$ cat config.mk
export PLATFORM = sky130hd
export DESIGN_NAME = squeeze_top
export DESIGN_NICKNAME = d
export VERILOG_FILES = /design/src/verilog/cnn_pkg.sv /design/src/verilog/mem_pkg.sv /design/src/verilog/fmap_if.sv /design/src/verilog/kernel_rom.sv /design/src/verilog/pix_fifo.sv /design/src/verilog/squeeze_layer.sv /design/src/verilog/fmap_arbiter.sv /design/src/verilog/squeeze_top.sv
export SDC_FILE = /design/constraint.sdc
export NUM_CORES = 1
export LEC_CHECK = 0
export ABC_CLOCK_PERIOD_IN_PS = 6000
export BUFFER_PORTS_ARGS = -buffer_cell sky130_fd_sc_hd__clkbuf_2
export CELL_PAD_IN_SITES_DETAIL_PLACEMENT = 1
export CELL_PAD_IN_SITES_GLOBAL_PLACEMENT = 1
export CORE_ASPECT_RATIO = 1.2
export CORE_MARGIN = 8
export CORE_UTILIZATION = 33
export CTS_CLUSTER_SIZE = 25
export DETAILED_ROUTE_END_ITERATION = 12
export GPL_TIMING_DRIVEN = 0
export HOLD_SLACK_MARGIN = 0.15
export PLACE_DENSITY = 0.63
export SKIP_LAST_GASP = 1
export SLEW_MARGIN = 20
export SYNTH_ARGS = -nofsm -noshare
export SYNTH_HDL_FRONTEND = slang
export SYNTH_SLANG_ARGS = --single-unit
$ cat constraint.sdc
create_clock -name clk -period 6 [get_ports clk]
set_input_delay 1.5 -clock clk [delete_from_list [all_inputs] [get_ports clk]]
set_output_delay 1.5 -clock clk [all_outputs]
set_load 0.02 [all_outputs]
$ cat src/verilog/kernel_weights.mem
// Kernel weights in Q2.14, one 16-bit word per line, tap major then output channel
0A00
F800
0400
0200
0600
FC00
F600
0800
0300
0500
FA00
0100
F900
0700
0200
FE00
0C00
F400
0800
0300
0100
0200
FD00
0900
FB00
0600
0500
F700
0800
0100
F900
0400
0200
FA00
0A00
0500
0500
0300
0100
FC00
F700
0800
0600
0200
0400
FD00
F800
0700
0900
0200
0300
FB00
FE00
0A00
0400
0100
0300
F900
FC00
0600
0700
0400
0900
FD00
FA00
0100
0200
0800
0100
0600
F500
0300
$ cat src/verilog/cnn_pkg.sv
package cnn_pkg;

	////////////////////////////////////////
	// Word widths, Q2.14 samples
	////////////////////////////////////////
	localparam int DATA_W = 16;
	localparam int ACC_W = 32;
	localparam int FRAC_W = 14;

	////////////////////////////////////////
	// Layer geometry
	////////////////////////////////////////
	localparam int CH_IN = 2;
	localparam int KDIM = 3;
	// One output pixel sums KDIM*KDIM taps per input channel
	localparam int TAPS = KDIM * KDIM * CH_IN;
	localparam int CH_OUT = 4;
	localparam int WOUT = 4;
	localparam int OUT_PIXELS = WOUT * WOUT;
	localparam int TOTAL_PIX = OUT_PIXELS * TAPS;

	typedef logic signed [DATA_W-1:0] pix_t;
	typedef logic signed [ACC_W-1:0] acc_t;
	typedef logic [4:0] tap_t;
	// One weight per output channel, lane 0 in the low word
	typedef logic [CH_OUT-1:0][DATA_W-1:0] wrow_t;

	// Per channel bias in Q4.28, added to the raw product sum
	localparam acc_t BIAS [CH_OUT] = '{
		32'sh0400_0000,
		32'shFE00_0000,
		32'sh0000_0000,
		32'sh0100_0000
	};

endpackage

$ cat src/verilog/mem_pkg.sv
package mem_pkg;

	////////////////////////////////////////
	// Shared feature-map RAM
	////////////////////////////////////////
	// Holds OUT_PIXELS x CH_OUT results
	localparam int FMAP_DEPTH = 64;
	typedef logic [5:0] faddr_t;

	// Input credits handed to the host after reset
	localparam int FIFO_DEPTH = 8;

	////////////////////////////////////////
	// Arbiter requester indices
	////////////////////////////////////////
	localparam int REQ_LAYER = 0;
	localparam int REQ_HOST = 1;

endpackage

$ cat src/verilog/fmap_if.sv
interface fmap_if;

	// Request side, held until gnt
	logic req;
	logic we;
	mem_pkg::faddr_t addr;
	cnn_pkg::pix_t wdata;

	// Grant is combinational, read data a cycle later
	logic gnt;
	logic rvalid;
	cnn_pkg::pix_t rdata;

	modport requester (
		output req, we, addr, wdata,
		input gnt, rvalid, rdata
	);

	modport arbiter (
		input req, we, addr, wdata,
		output gnt, rvalid, rdata
	);

endinterface

$ cat src/verilog/kernel_rom.sv
module kernel_rom (
	input logic clk,
	input cnn_pkg::tap_t tap,
	output cnn_pkg::wrow_t wrow
);

	// Tap major, channel minor
	logic [cnn_pkg::DATA_W-1:0] rom [cnn_pkg::TAPS * cnn_pkg::CH_OUT];

	initial begin
		$readmemh("/design/src/verilog/kernel_weights.mem", rom);
	end

	// One row of CH_OUT weights per cycle
	always_ff @(posedge clk) begin
		for (int c = 0; c < cnn_pkg::CH_OUT; c++) begin
			wrow[c] <= rom[int'(tap) * cnn_pkg::CH_OUT + c];
		end
	end

endmodule

$ cat src/verilog/pix_fifo.sv
module pix_fifo (
	input logic clk,
	input logic rst,
	input logic push_valid,
	input cnn_pkg::pix_t push_data,
	output logic pop_valid,
	output cnn_pkg::pix_t pop_data,
	input logic pop_ready,
	output logic credit
);

	cnn_pkg::pix_t mem [mem_pkg::FIFO_DEPTH];
	logic [$clog2(mem_pkg::FIFO_DEPTH)-1:0] wr_ptr;
	logic [$clog2(mem_pkg::FIFO_DEPTH)-1:0] rd_ptr;
	logic [$clog2(mem_pkg::FIFO_DEPTH):0] count;
	logic pop_fire;

	assign pop_valid = (count != '0);
	assign pop_data = mem[rd_ptr];
	assign pop_fire = pop_valid && pop_ready;

	// Storage, host never pushes without a credit
	always_ff @(posedge clk) begin
		if (push_valid)
			mem[wr_ptr] <= push_data;
	end

	always_ff @(posedge clk) begin
		if (rst) begin
			wr_ptr <= '0;
			rd_ptr <= '0;
			count <= '0;
			credit <= 1'b0;
		end else begin
			if (push_valid)
				wr_ptr <= wr_ptr + 1'b1;
			if (pop_fire)
				rd_ptr <= rd_ptr + 1'b1;
			// Occupancy
			case ({push_valid, pop_fire})
				2'b10: count <= count + 1'b1;
				2'b01: count <= count - 1'b1;
				default: count <= count;
			endcase
			// One credit back per popped pixel
			credit <= pop_fire;
		end
	end

endmodule

$ cat src/verilog/squeeze_layer.sv
module squeeze_layer (
	input logic clk,
	input logic rst,
	input logic start,
	input logic pop_valid,
	input cnn_pkg::pix_t pop_data,
	output logic pop_ready,
	output cnn_pkg::tap_t tap,
	input cnn_pkg::wrow_t wrow,
	fmap_if.requester mem,
	output logic done
);

	logic run;
	cnn_pkg::tap_t tap_cnt;
	logic last_tap;
	logic pop_fire;
	logic [$clog2(cnn_pkg::OUT_PIXELS)-1:0] pix_cnt;
	// Pipeline stage aligned with the ROM output
	cnn_pkg::pix_t pix_q;
	logic v1;
	logic first1;
	logic last1;
	logic sum_done;
	cnn_pkg::acc_t acc [cnn_pkg::CH_OUT];
	cnn_pkg::pix_t res_buf [cnn_pkg::CH_OUT];
	logic busy;
	logic [$clog2(cnn_pkg::CH_OUT)-1:0] wr_ch;
	logic [$clog2(cnn_pkg::OUT_PIXELS)-1:0] wr_pix;

	assign last_tap = (tap_cnt == cnn_pkg::tap_t'(cnn_pkg::TAPS - 1));
	// Hold the last tap back while the result buffer still drains
	assign pop_ready = run && !(busy && last_tap);
	assign pop_fire = pop_valid && pop_ready;
	assign tap = tap_cnt;

	////////////////////////////////////////
	// Tap and pixel counters
	////////////////////////////////////////
	always_ff @(posedge clk) begin
		if (rst) begin
			run <= 1'b0;
			tap_cnt <= '0;
			pix_cnt <= '0;
		end else if (start) begin
			run <= 1'b1;
			tap_cnt <= '0;
			pix_cnt <= '0;
		end else if (pop_fire) begin
			if (last_tap) begin
				tap_cnt <= '0;
				pix_cnt <= pix_cnt + 1'b1;
				// Stop popping after the final output pixel
				if (pix_cnt == $bits(pix_cnt)'(cnn_pkg::OUT_PIXELS - 1))
					run <= 1'b0;
			end else begin
				tap_cnt <= tap_cnt + 1'b1;
			end
		end
	end

	// Pixel lines up with the weight row next cycle
	always_ff @(posedge clk) begin
		if (pop_fire)
			pix_q <= pop_data;
	end

	always_ff @(posedge clk) begin
		if (rst || start) begin
			v1 <= 1'b0;
			first1 <= 1'b0;
			last1 <= 1'b0;
			sum_done <= 1'b0;
		end else begin
			v1 <= pop_fire;
			first1 <= pop_fire && (tap_cnt == '0);
			last1 <= pop_fire && last_tap;
			// Sum complete once the last product is in
			sum_done <= last1;
		end
	end

	////////////////////////////////////////
	// MAC lanes and bias/ReLU
	////////////////////////////////////////
	genvar g;
	generate
		for (g = 0; g < cnn_pkg::CH_OUT; g++) begin : g_lane
			cnn_pkg::pix_t w_lane;
			cnn_pkg::acc_t prod;
			cnn_pkg::acc_t sum;

			assign w_lane = wrow[g];
			assign prod = cnn_pkg::acc_t'(pix_q) * cnn_pkg::acc_t'(w_lane);
			assign sum = acc[g] + cnn_pkg::BIAS[g];

			// First tap clears, idle cycles hold
			always_ff @(posedge clk) begin
				if (v1)
					acc[g] <= first1 ? prod : acc[g] + prod;
			end

			// Negative goes to zero, else Q4.28 back to Q2.14
			always_ff @(posedge clk) begin
				if (sum_done)
					res_buf[g] <= sum[cnn_pkg::ACC_W-1] ? '0 :
						sum[cnn_pkg::FRAC_W+cnn_pkg::DATA_W-1:cnn_pkg::FRAC_W];
			end
		end
	endgenerate

	////////////////////////////////////////
	// Result writer
	////////////////////////////////////////
	assign mem.req = busy;
	assign mem.we = 1'b1;
	assign mem.addr = mem_pkg::faddr_t'(wr_pix * cnn_pkg::CH_OUT + wr_ch);
	assign mem.wdata = res_buf[wr_ch];

	always_ff @(posedge clk) begin
		if (rst || start) begin
			busy <= 1'b0;
			wr_ch <= '0;
			wr_pix <= '0;
			done <= 1'b0;
		end else if (sum_done) begin
			busy <= 1'b1;
			wr_ch <= '0;
		end else if (mem.gnt) begin
			wr_ch <= wr_ch + 1'b1;
			if (wr_ch == $bits(wr_ch)'(cnn_pkg::CH_OUT - 1)) begin
				busy <= 1'b0;
				wr_pix <= wr_pix + 1'b1;
				// Last word of the layer
				if (wr_pix == $bits(wr_pix)'(cnn_pkg::OUT_PIXELS - 1))
					done <= 1'b1;
			end
		end
	end

endmodule

$ cat src/verilog/fmap_arbiter.sv
module fmap_arbiter (
	input logic clk,
	input logic rst,
	fmap_if.arbiter layer,
	fmap_if.arbiter host
);

	cnn_pkg::pix_t ram [mem_pkg::FMAP_DEPTH];
	cnn_pkg::pix_t rd_q;
	logic last_win;
	logic pick_host;
	logic any_gnt;
	logic sel_we;
	mem_pkg::faddr_t sel_addr;
	cnn_pkg::pix_t sel_wdata;
	logic layer_rv;
	logic host_rv;

	////////////////////////////////////////
	// Round robin grant
	////////////////////////////////////////
	// Host wins when alone or when the layer won last
	assign pick_host = host.req && (!layer.req || last_win == 1'(mem_pkg::REQ_LAYER));
	assign host.gnt = pick_host;
	assign layer.gnt = layer.req && !pick_host;
	assign any_gnt = layer.req || host.req;

	// Winner's request onto the RAM port
	assign sel_we = pick_host ? host.we : layer.we;
	assign sel_addr = pick_host ? host.addr : layer.addr;
	assign sel_wdata = pick_host ? host.wdata : layer.wdata;

	always_ff @(posedge clk) begin
		if (rst) begin
			last_win <= 1'(mem_pkg::REQ_HOST);
		end else if (any_gnt) begin
			last_win <= pick_host ? 1'(mem_pkg::REQ_HOST) : 1'(mem_pkg::REQ_LAYER);
		end
	end

	////////////////////////////////////////
	// RAM array
	////////////////////////////////////////
	always_ff @(posedge clk) begin
		if (any_gnt) begin
			if (sel_we)
				ram[sel_addr] <= sel_wdata;
			else
				rd_q <= ram[sel_addr];
		end
	end

	// Read data valid only toward the requester that asked
	always_ff @(posedge clk) begin
		if (rst) begin
			layer_rv <= 1'b0;
			host_rv <= 1'b0;
		end else begin
			layer_rv <= layer.gnt && !layer.we;
			host_rv <= host.gnt && !host.we;
		end
	end

	assign layer.rvalid = layer_rv;
	assign host.rvalid = host_rv;
	assign layer.rdata = rd_q;
	assign host.rdata = rd_q;

endmodule

$ cat src/verilog/squeeze_top.sv
module squeeze_top (
	input logic clk,
	input logic rst,
	input logic start,
	input logic pix_valid,
	input cnn_pkg::pix_t pix_data,
	output logic pix_credit,
	input logic rd_req,
	input mem_pkg::faddr_t rd_addr,
	output logic rd_gnt,
	output logic rd_valid,
	output cnn_pkg::pix_t rd_data,
	output logic done
);

	logic pop_valid;
	logic pop_ready;
	cnn_pkg::pix_t pop_data;
	cnn_pkg::tap_t tap;
	cnn_pkg::wrow_t wrow;

	fmap_if layer_if ();
	fmap_if host_if ();

	// Host read port, never writes
	assign host_if.req = rd_req;
	assign host_if.we = 1'b0;
	assign host_if.addr = rd_addr;
	assign host_if.wdata = '0;
	assign rd_gnt = host_if.gnt;
	assign rd_valid = host_if.rvalid;
	assign rd_data = host_if.rdata;

	pix_fifo u_fifo (
		.clk(clk),
		.rst(rst),
		.push_valid(pix_valid),
		.push_data(pix_data),
		.pop_valid(pop_valid),
		.pop_data(pop_data),
		.pop_ready(pop_ready),
		.credit(pix_credit)
	);

	kernel_rom u_rom (
		.clk(clk),
		.tap(tap),
		.wrow(wrow)
	);

	squeeze_layer u_layer (
		.clk(clk),
		.rst(rst),
		.start(start),
		.pop_valid(pop_valid),
		.pop_data(pop_data),
		.pop_ready(pop_ready),
		.tap(tap),
		.wrow(wrow),
		.mem(layer_if.requester),
		.done(done)
	);

	fmap_arbiter u_arb (
		.clk(clk),
		.rst(rst),
		.layer(layer_if.arbiter),
		.host(host_if.arbiter)
	);

endmodule

==> impl_metrics.env, run 1 <==
export IMPL_ir_worst_vdd_v=0.000217
export IMPL_nNetsFinal=710
export IMPL_crit_path_max_incr_delay_ps=220
export IMPL_holdBufCountCts=0
export IMPL_synthCells=624
export IMPL_critPathKind="input pin to output pin"
export IMPL_p_leak_nw=2.75
export IMPL_area_growth_pct=14.5
export IMPL_seq_area_frac_synth_pct=59.1
export IMPL_hpwlAfterDp_mm=16.2
export IMPL_clkSlewWorstSetupHoldPaths_ps=70
export IMPL_synth_seq_cells=159
export IMPL_clock_path_buffers=2
export IMPL_max_cap_viol_count=0
export IMPL_relSlewSlack_pct=16.9
export IMPL_num_fill_cells=2454
export IMPL_critPathMostFrequentCell="buf_6"
export IMPL_dr_total_vias=5508
export IMPL_die_x_um=154
export IMPL_cp_required_ps=4500
export IMPL_setup_tns_final_ps=0
export IMPL_firstDrtPassIters=5
export IMPL_fp_coreArea_um2=22500
export IMPL_die_h_um=182
export IMPL_totalWireLength_mm=23.0
export IMPL_ys_flop_type="edfxtp_1"
export IMPL_async_flop_share_pct=0
export IMPL_tightestPinTransition_ps=1210
export IMPL_fmax_mhz=240
export IMPL_cp_arrival_ps=2660
export IMPL_antenna_found_initial=0
export IMPL_hold_violations=0
export IMPL_report_final_setup_viol=0
export IMPL_endpoint_kind="output pin"
export IMPL_hold_class="register to register"
export IMPL_ys_warn_count=0
export IMPL_multi_input_comb_area_um2=2800
export IMPL_finalCritPeriodShare_pct=69.3
export IMPL_status="finished clean"
export IMPL_worstPathMaxFanout=10
export IMPL_layout_drive_gt1_share_pct=14.2
export IMPL_netlist_area_um2=7580
export IMPL_vias_per_cell=5.70
export IMPL_portBuffers=12
export IMPL_fin_skew_ps=12.9
export IMPL_power_density_nw_per_um2=284
export IMPL_slew_viol_final=0
export IMPL_cts_htree_levels=4
export IMPL_grt_pass1_vias=5916
export IMPL_wl_per_cell_um=23.8
export IMPL_internal_power_mw=1.86
export IMPL_worst_path_max_delay_cell="a21bo_1"
export IMPL_p_sw_share_pct=24.7
export IMPL_post_cts_resized=0
export IMPL_cts_buffers=17
export IMPL_ctsRootBufferMaster="clkbuf_16"
export IMPL_pin_count=47
export IMPL_gp_congestion=0.817
export IMPL_utilization_pct=38.6
export IMPL_fin_hold_ws_ps=465
export IMPL_ys_types=49
export IMPL_power_mw=2.46
export IMPL_combPwrFrac_pct=7.9
export IMPL_insertion_delay_ps=430
export IMPL_start_kind="input pin"
export IMPL_start_util_pct=33.7
export IMPL_p_clk_share_pct=42.8
export IMPL_power_frac_seq_pct=49.2
export IMPL_num_rows=60
export IMPL_ant_nets=0
export IMPL_crit_path_cell_trace="clkbuf_2, a21bo_1, buf_6, inv_6, buf_6, buf_6, clkbuf_2"
export IMPL_rsz0062_at_grt="false"
export IMPL_grt_usage_pct=16.5
export IMPL_route_detailed_drc=0
export IMPL_clock_sinks=159
export IMPL_grt_pass1_wl_mm=35.2
export IMPL_grt_max_degree=38
export IMPL_grt_overflow=0
export IMPL_min_period_ps=4160
export IMPL_die_area_um2=28100
export IMPL_post_cts_buffers=0
export IMPL_seq_area_um2=4480
export IMPL_cts_tree="done"
export IMPL_power_switching_uw=608
export IMPL_synth_edff_count=130
export IMPL_drtIter0Drc=535
export IMPL_syn_avg_cell_area_um2=12.2
export IMPL_antennaDiodeCount=0
## final cells by class
cell class	instances	share of cell area, %
clock inverter	13	1.08
buffer	59	3.75
clock buffer	19	5.47
tap	279	4.02
multi-input combinational	413	32.3
inverter	6	0.317
sequential	159	51.6
timing repair buffer	19	1.44
## synth_stat cells (all sizes together), types with 5 or more instances
master   number  share of area [%]
mux2i        44                5.8
mux2          7                1.2
a22oi        32                3.2
nor3b         7               0.69
a31oi        12               0.99
edfxtp      130                 51
nand4b       45                5.2
xnor2         7               0.81
a2111oi      12                1.5
nand3         5               0.33
nor3          8               0.53
nand2b        5               0.41
a21oi         8               0.53
inv           6               0.36
clkbuf       25                1.2
o21ai         7               0.46
dfxtp        29                7.7
ha            8                1.3
nand4        31                2.6
nand3b        6               0.59
xor2          7               0.81
nor2         90                4.5
nand2        22                1.1
buf          34                3.1
## power groups by stage
stage	combinational, mW	sequential, mW	clock, mW
floorplan	0.133	1.24	0
global placement	0.185	1.24	0
detailed placement	0.197	1.24	0
CTS	0.197	1.21	1.07
global route	0.215	1.22	1.10
finish	0.196	1.21	1.06
## placed cells by master, fill, tap and decap left out, types with 4 or more instances in the layout
master / netlist / final
edfxtp_1: 130 / 130
clkbuf_16: 0 / 19
nor4b_1: 4 / 4
a221oi_1: 4 / 4
xnor2_1: 7 / 7
a31oi_1: 12 / 12
a22o_1: 4 / 4
buf_6: 4 / 4
inv_6: 1 / 6
xor2_1: 7 / 7
inv_4: 0 / 4
mux2_2: 4 / 4
nand2b_1: 5 / 5
a31o_2: 4 / 4
inv_1: 5 / 6
nand4_1: 31 / 31
a21oi_1: 8 / 8
mux2i_1: 44 / 44
a2111oi_0: 10 / 9
buf_4: 16 / 22
buf_2: 11 / 11
a22oi_1: 32 / 32
clkbuf_2: 0 / 12
nor2_1: 90 / 90
clkbuf_1: 25 / 25
nor3b_1: 7 / 7
nand3_1: 5 / 5
nor3_1: 8 / 7
o21ai_0: 5 / 5
conb_1: 1 / 14
nand3b_1: 6 / 6
ha_1: 8 / 8
dfxtp_1: 29 / 29
nand2_1: 22 / 22
nand4b_1: 45 / 45
## through the flow
stage	cell area (µm²)	std cells	setup slack, ps
after floorplan	7630	637	719
after global placement	8040	928	-2370
after detailed placement	8110	935	1390
after CTS	8680	967	1830
after global routing	8680	967	1760
final	8680	967	1840
## kinds of logic (layout without fill, tap and decap cells)
group / after synthesis / in the layout / share of synthesized area [%]
compound gates: 88 / 88 / 8.59
xor+xnor: 14 / 14 / 1.62
fa+ha+maj: 8 / 8 / 1.32
buf+inv: 65 / 116 / 4.65
flops: 159 / 159 / 59.1
mux: 51 / 51 / 6.99
other cells: 1 / 14 / 0.0494
simple gates: 238 / 238 / 17.7
## registers in the layout, indices dropped and copies added (netlist names), 2 cells and up, named ones only
signal            cells
u_arb.ram           128
u_layer.tap           5
u_fifo.count          4
u_layer.pix_cnt       4
u_layer.wr_pix        4
u_arb.host.rdata      2
u_layer.wr_ch         2
## metal layers
| layer | track usage (%) | up-vias | routed length, µm |
|---|---|---|---|
| met2 | 30.1 | 146 | 12200 |
| met3 | 2.69 | 29 | 1080 |
| met4 | 5.42 | 0 | 388 |
| met5 | 0 | - | 0 |
| met1 | 19.2 | 2835 | 9420 |
| li1 | - | 2498 | - |
## worst paths after layout
kind,startpoint,to,slack (ps),cells past startpoint
setup reg to reg,u_layer.wr_ch[1],u_arb.host.rdata[10],2570,8
hold / removal,u_layer.last1,u_layer.sum_done,470,1
hold reg to reg,u_layer.last1,u_layer.sum_done,470,1
setup / recovery,rd_req,rd_gnt,1840,7
## critical path, delay by kind of cell
kind / cells / cell delay, ps
AOI/OAI and AO/OA: 1 / 220
buffers and inverters: 6 / 930
Power figures use the tool's default switching activity.
==> run 2: changes to the inputs <==
--- a/config.mk
+++ b/config.mk
@@ -5,7 +5,7 @@
 export SDC_FILE = /design/constraint.sdc
 export NUM_CORES = 1
 export LEC_CHECK = 0
-export ABC_CLOCK_PERIOD_IN_PS = 6000
+export ABC_CLOCK_PERIOD_IN_PS = 4000
 export BUFFER_PORTS_ARGS = -buffer_cell sky130_fd_sc_hd__clkbuf_2
 export CELL_PAD_IN_SITES_DETAIL_PLACEMENT = 1
 export CELL_PAD_IN_SITES_GLOBAL_PLACEMENT = 1
==> constraint.sdc (replaced) <==
create_clock -name clk -period 4 [get_ports clk]
set_input_delay 1 -clock clk [delete_from_list [all_inputs] [get_ports clk]]
set_output_delay 1 -clock clk [all_outputs]
set_load 0.02 [all_outputs]
==> run 2 against run 1 <==
Effect of this change:
- wire length increased by 0.14%
- cell count decreased by 0.31%
- power increased by 54%
- sequential power increased by 50%
- global-route usage about the same
- clock skew decreased by 2.2 ps
- clock power increased by 58%
- critical path depth increased by 2
- via count increased by 0.15%
- count of clock-buffer cells in the layout unchanged
- sequential share of layout area decreased by 0.21 points
- critical path type is now input pin to register
- largest power group unchanged
==> impl_metrics.env, run 2 (synthesis results as in run 1) <==
export IMPL_status="finished clean"
export IMPL_ant_nets=0
export IMPL_grt_overflow=0
export IMPL_endpoint="u_arb.host.rdata[12]"
export IMPL_grt_max_degree=36
export IMPL_portBuffers=12
export IMPL_slew_viol_final=0
export IMPL_holdBufCountCts=0
export IMPL_p_clk_share_pct=44.0
export IMPL_drtIter0Drc=458
export IMPL_regMostFlops="u_arb.ram"
export IMPL_clock_sinks=159
export IMPL_critPathKind="input pin to register"
export IMPL_die_area_um2=28100
export IMPL_setup_slack_ps=338
export IMPL_power_frac_seq_pct=48.1
export IMPL_post_cts_resized=0
export IMPL_cts_tree="done"
export IMPL_power_switching_uw=897
export IMPL_reg2reg_slack_ps=510
export IMPL_report_final_setup_viol=0
export IMPL_cts_htree_levels=4
export IMPL_route_detailed_drc=0
export IMPL_num_rows=60
export IMPL_internal_power_mw=2.89
export IMPL_antenna_found_initial=0
export IMPL_utilization_pct=38.7
export IMPL_final_common_cell="edfxtp_1"
export IMPL_area_growth_pct=15.0
export IMPL_hold_violations=0
export IMPL_nNetsFinal=707
export IMPL_largest_reg_flops=128
export IMPL_dp_cells=932
export IMPL_grt_usage_pct=16.5
export IMPL_relSlewSlack_pct=24.2
export IMPL_hold_class="register to register"
export IMPL_firstDrtPassIters=5
export IMPL_start_kind="input pin"
export IMPL_hpwlAfterDp_mm=15.9
export IMPL_grt_pass1_vias=5872
export IMPL_cts_buffers=17
export IMPL_r2r_cells=8
export IMPL_pin_count=47
export IMPL_final_cell_mix="130 x edfxtp_1, 90 x nor2_1, 45 x nand4b_1"
export IMPL_combPwrFrac_pct=7.9
export IMPL_ir_worst_vdd_v=0.000317
export IMPL_min_period_ps=3660
export IMPL_vias_per_cell=5.72
export IMPL_fin_skew_ps=10.6
export IMPL_final_cells=964
export IMPL_clock_path_buffers=2
export IMPL_die_h_um=182
export IMPL_max_cap_viol_count=0
export IMPL_cp_arrival_ps=3820
export IMPL_rsz0062_at_grt="false"
export IMPL_worstPathMaxFanout=10
export IMPL_gp_congestion=0.825
export IMPL_place_ws_ps=-72.8
export IMPL_p_sw_share_pct=23.7
export IMPL_start_util_pct=33.7
export IMPL_layout_drive_gt1_share_pct=13.6
export IMPL_endpoint_kind="register"
export IMPL_hold_path_depth=1
export IMPL_antennaDiodeCount=0
export IMPL_final_cell_area_um2=8720
export IMPL_dr_total_vias=5516
export IMPL_tightestPinTransition_ps=1130
export IMPL_placed_area_um2=8130
export IMPL_finalCritPeriodShare_pct=91.6
export IMPL_wl_per_cell_um=23.9
export IMPL_power_density_nw_per_um2=435
export IMPL_power_mw=3.79
export IMPL_clkSlewWorstSetupHoldPaths_ps=70
export IMPL_p_leak_nw=2.73
export IMPL_post_cts_buffers=0
export IMPL_totalWireLength_mm=23.1
export IMPL_r2r_end="u_arb.host.rdata[12]"
export IMPL_grt_pass1_wl_mm=34.9
export IMPL_die_x_um=154
export IMPL_startpoint="rd_addr[1]"
export IMPL_fmax_mhz=273
export IMPL_insertion_delay_ps=430
export IMPL_ctsRootBufferMaster="clkbuf_16"
export IMPL_cp_required_ps=4150
export IMPL_fp_coreArea_um2=22500
export IMPL_r2r_start="u_layer.wr_ch[0]"
==> run 2: layer usage <==
layer | track usage (%) | share of wire (%)
met4 | 7.93 | 3.1
met5 | 0 | 0
met2 | 29.0 | 51
met1 | 19.2 | 41
met3 | 2.84 | 4.7
==> run 2: power by group through the flow <==
stage / Sequential [mW] / Clock, mW / Combinational (mW)
2_1_floorplan: 1.86 / 0 / 0.201
3_3_place_gp: 1.86 / 0 / 0.280
3_5_place_dp: 1.86 / 0 / 0.300
4_1_cts: 1.82 / 1.68 / 0.301
5_1_grt: 1.83 / 1.73 / 0.327
6_report: 1.82 / 1.67 / 0.300
==> run 2: how the worst min path moves through the flow <==
stage                       endpoint           from  slack, ps
floorplan           u_layer.sum_done  u_layer.last1        410
global placement    u_layer.sum_done  u_layer.last1        410
detailed placement  u_layer.sum_done  u_layer.last1        420
CTS                 u_layer.sum_done  u_layer.last1        440
global route        u_layer.sum_done  u_layer.last1        480
finish              u_layer.sum_done  u_layer.last1        440
==> run 2: worst max-delay path: stages <==
cell	delay, ps
buf_2	160
buf_2	250
clkbuf_1	440
nand4b_1	180
mux2i_1	90
a2111oi_0	890
a31oi_1	220
nor4_1	410
nand4_1	180
==> run 2: area by class of cell <==
class                   instances  area, µm²
flip-flops and latches        159       4480
inverters                       6       27.5
fillers                      2435      13800
plain buffers                  59        325
clock inverters                13        160
well taps                     279        349
repair buffers                 16        130
clock buffers                  19        433
multi-input cells             413       2810
==> run 2: through the flow <==
stage	setup TNS, ps	hold slack [ps]
after floorplan	0	406
after global placement	-85270	409
after detailed placement	-72.8	415
after CTS	0	439
after global routing	0	477
final	0	437
==> run 3: changes to the inputs <==
--- a/config.mk
+++ b/config.mk
@@ -8,7 +8,7 @@
 export ABC_CLOCK_PERIOD_IN_PS = 4000
 export BUFFER_PORTS_ARGS = -buffer_cell sky130_fd_sc_hd__clkbuf_2
 export CELL_PAD_IN_SITES_DETAIL_PLACEMENT = 1
-export CELL_PAD_IN_SITES_GLOBAL_PLACEMENT = 1
+export CELL_PAD_IN_SITES_GLOBAL_PLACEMENT = 2
 export CORE_ASPECT_RATIO = 1.2
 export CORE_MARGIN = 8
 export CORE_UTILIZATION = 33
@@ -16,7 +16,7 @@
 export DETAILED_ROUTE_END_ITERATION = 12
 export GPL_TIMING_DRIVEN = 0
 export HOLD_SLACK_MARGIN = 0.15
-export PLACE_DENSITY = 0.63
+export PLACE_DENSITY = 0.71
 export SKIP_LAST_GASP = 1
 export SLEW_MARGIN = 20
 export SYNTH_ARGS = -nofsm -noshare
==> run 3 against run 2 <==
Effect of this change:
- flip-flop and latch count is the same
- global-route usage rose by 0.50 points
- die area unchanged
- worst setup slack got worse by 160 ps
- critical path depth stayed put
- wire length is 1.6% higher
- power decreased by 4.1%
- largest cell class unchanged
==> impl_metrics.env, run 3 (synthesis results as in run 1) <==
export IMPL_layout_drive_gt1_share_pct=13.5
export IMPL_tightestPinTransition_ps=1310
export IMPL_hold_violations=0
export IMPL_grt_pass1_vias=5816
export IMPL_area_growth_pct=14.3
export IMPL_cp_required_ps=4150
export IMPL_route_detailed_drc=0
export IMPL_clock_sinks=159
export IMPL_die_x_um=154
export IMPL_antenna_found_initial=1
export IMPL_die_h_um=182
export IMPL_totalWireLength_mm=23.4
export IMPL_worst_path_max_delay_cell="a2111oi_0"
export IMPL_insertion_delay_ps=430
export IMPL_nNetsFinal=707
export IMPL_holdBufCountCts=0
export IMPL_cts_buffers=17
export IMPL_cts_htree_levels=4
export IMPL_p_leak_nw=2.70
export IMPL_grt_max_degree=43
export IMPL_wl_per_cell_um=24.3
export IMPL_finalCritPeriodShare_pct=95.6
export IMPL_hpwlAfterDp_mm=16.4
export IMPL_final_cell_mix="130 x edfxtp_1, 90 x nor2_1, 45 x nand4b_1"
export IMPL_fin_skew_ps=8.99
export IMPL_routed_wl_met3_mm=1.20
export IMPL_rsz0062_at_grt="false"
export IMPL_final_cell_area_um2=8670
export IMPL_drt_met1_wl_mm=9.35
export IMPL_num_fill_cells=2431
export IMPL_ir_worst_vdd_v=0.000289
export IMPL_power_density_nw_per_um2=419
export IMPL_critPathMostFrequentCell="buf_2"
export IMPL_place_ws_ps=-87.5
export IMPL_start_util_pct=33.7
export IMPL_grt_overflow=0
export IMPL_largest_reg_flops=128
export IMPL_final_cells=963
export IMPL_dr_total_vias=5524
export IMPL_relSlewSlack_pct=10.4
export IMPL_portBuffers=12
export IMPL_crit_path_cell_trace="buf_2, buf_2, clkbuf_1, nand4b_1, mux2i_1, a2111oi_0, a31oi_1, nor4_1, nand4_1"
export IMPL_status="finished clean"
export IMPL_max_cap_viol_count=0
export IMPL_ant_nets=0
export IMPL_final_common_cell="edfxtp_1"
export IMPL_post_cts_buffers=0
export IMPL_cts_tree="done"
export IMPL_fp_coreArea_um2=22500
export IMPL_endpoint_kind="register"
export IMPL_min_period_ps=3820
export IMPL_drtIter0Drc=352
export IMPL_grt_pass1_wl_mm=35.8
export IMPL_firstDrtPassIters=6
export IMPL_clkSlewWorstSetupHoldPaths_ps=60
export IMPL_placed_area_um2=8140
export IMPL_setup_tns_final_ps=0
export IMPL_pin_count=47
export IMPL_start_kind="input pin"
export IMPL_report_final_setup_viol=0
export IMPL_regMostFlops="u_arb.ram"
export IMPL_slew_viol_final=0
export IMPL_gp_congestion=0.811
export IMPL_dp_cells=932
export IMPL_grt_usage_pct=17.0
export IMPL_num_rows=60
export IMPL_fmax_mhz=261
export IMPL_post_cts_resized=0
export IMPL_clock_path_buffers=2
export IMPL_vias_per_cell=5.74
export IMPL_antennaDiodeCount=0
export IMPL_cp_arrival_ps=3980
export IMPL_top_layer="met5"
export IMPL_ctsRootBufferMaster="clkbuf_16"
export IMPL_die_area_um2=28100
export IMPL_worstPathMaxFanout=10
export IMPL_crit_path_max_incr_delay_ps=1030
export IMPL_hold_class="register to register"
export IMPL_setup_slack_ps=175
export IMPL_critPathKind="input pin to register"
export IMPL_dr_wl_met2_mm=12.3
==> run 3: cell count changes in the layout (fill, tap and decap cells not counted), moves of 2 or more <==
cell | previous run | this run
bufinv_16 | 3 | 1
buf_6 | 6 | 4
buf_8 | 0 | 2
clkinv_2 | 2 | 4
clkinv_4 | 2 | 0
==> run 3: layout make-up <==
type                       count  area (µm²)  area share, %
timing repair buffer          16         138           1.59
sequential                   159        4480           51.7
buffer                        59         325           3.75
multi-input combinational    413        2820           32.5
clock buffer                  19         433           4.99
tap                          279         349           4.03
inverter                       6        27.5          0.318
clock inverter                12        95.1           1.10
==> run 3: layer usage <==
layer	vias up	track usage, %
met2	185	30.8
met5	-	0
met1	2799	19.4
li1	2491	-
met3	47	3.05
met4	2	6.95
==> run 3: path summary, 6_finish.rpt <==
path | startpoint | slack [ps] | cells after the start | end
min | u_layer.last1 | 430 | 1 | u_layer.sum_done
max reg2reg | u_layer.wr_ch[1] | 420 | 8 | u_arb.host.rdata[10]
max | rd_addr[0] | 180 | 9 | u_arb.host.rdata[12]
min reg2reg | u_layer.last1 | 430 | 1 | u_layer.sum_done
==> run 3: stage by stage <==
| stage | utilization [%] | power, mW | hold WS [ps] |
|---|---|---|---|
| after floorplan | - | 2.06 | 406 |
| after global placement | 35.7 | 2.14 | 409 |
| after detailed placement | 36.1 | 2.16 | 414 |
| after CTS | 38.5 | 3.65 | 430 |
| after global routing | 38.5 | 3.75 | 469 |
| final | 38.5 | 3.64 | 428 |
==> run 3: critical path: cells and delay by family <==
kind | cells | cell delay (ps)
buf+inv | 3 | 900
mux | 1 | 90
compound gates | 2 | 1270
simple gates | 3 | 710
==> run 3: where the power goes <==
group / leakage (nW) / total [mW] / internal (mW) / switching, mW
Sequential: 1.33 / 1.82 / 1.80 / 0.0245
Combinational: 1.12 / 0.301 / 0.113 / 0.187
Clock: 0.254 / 1.51 / 0.845 / 0.669
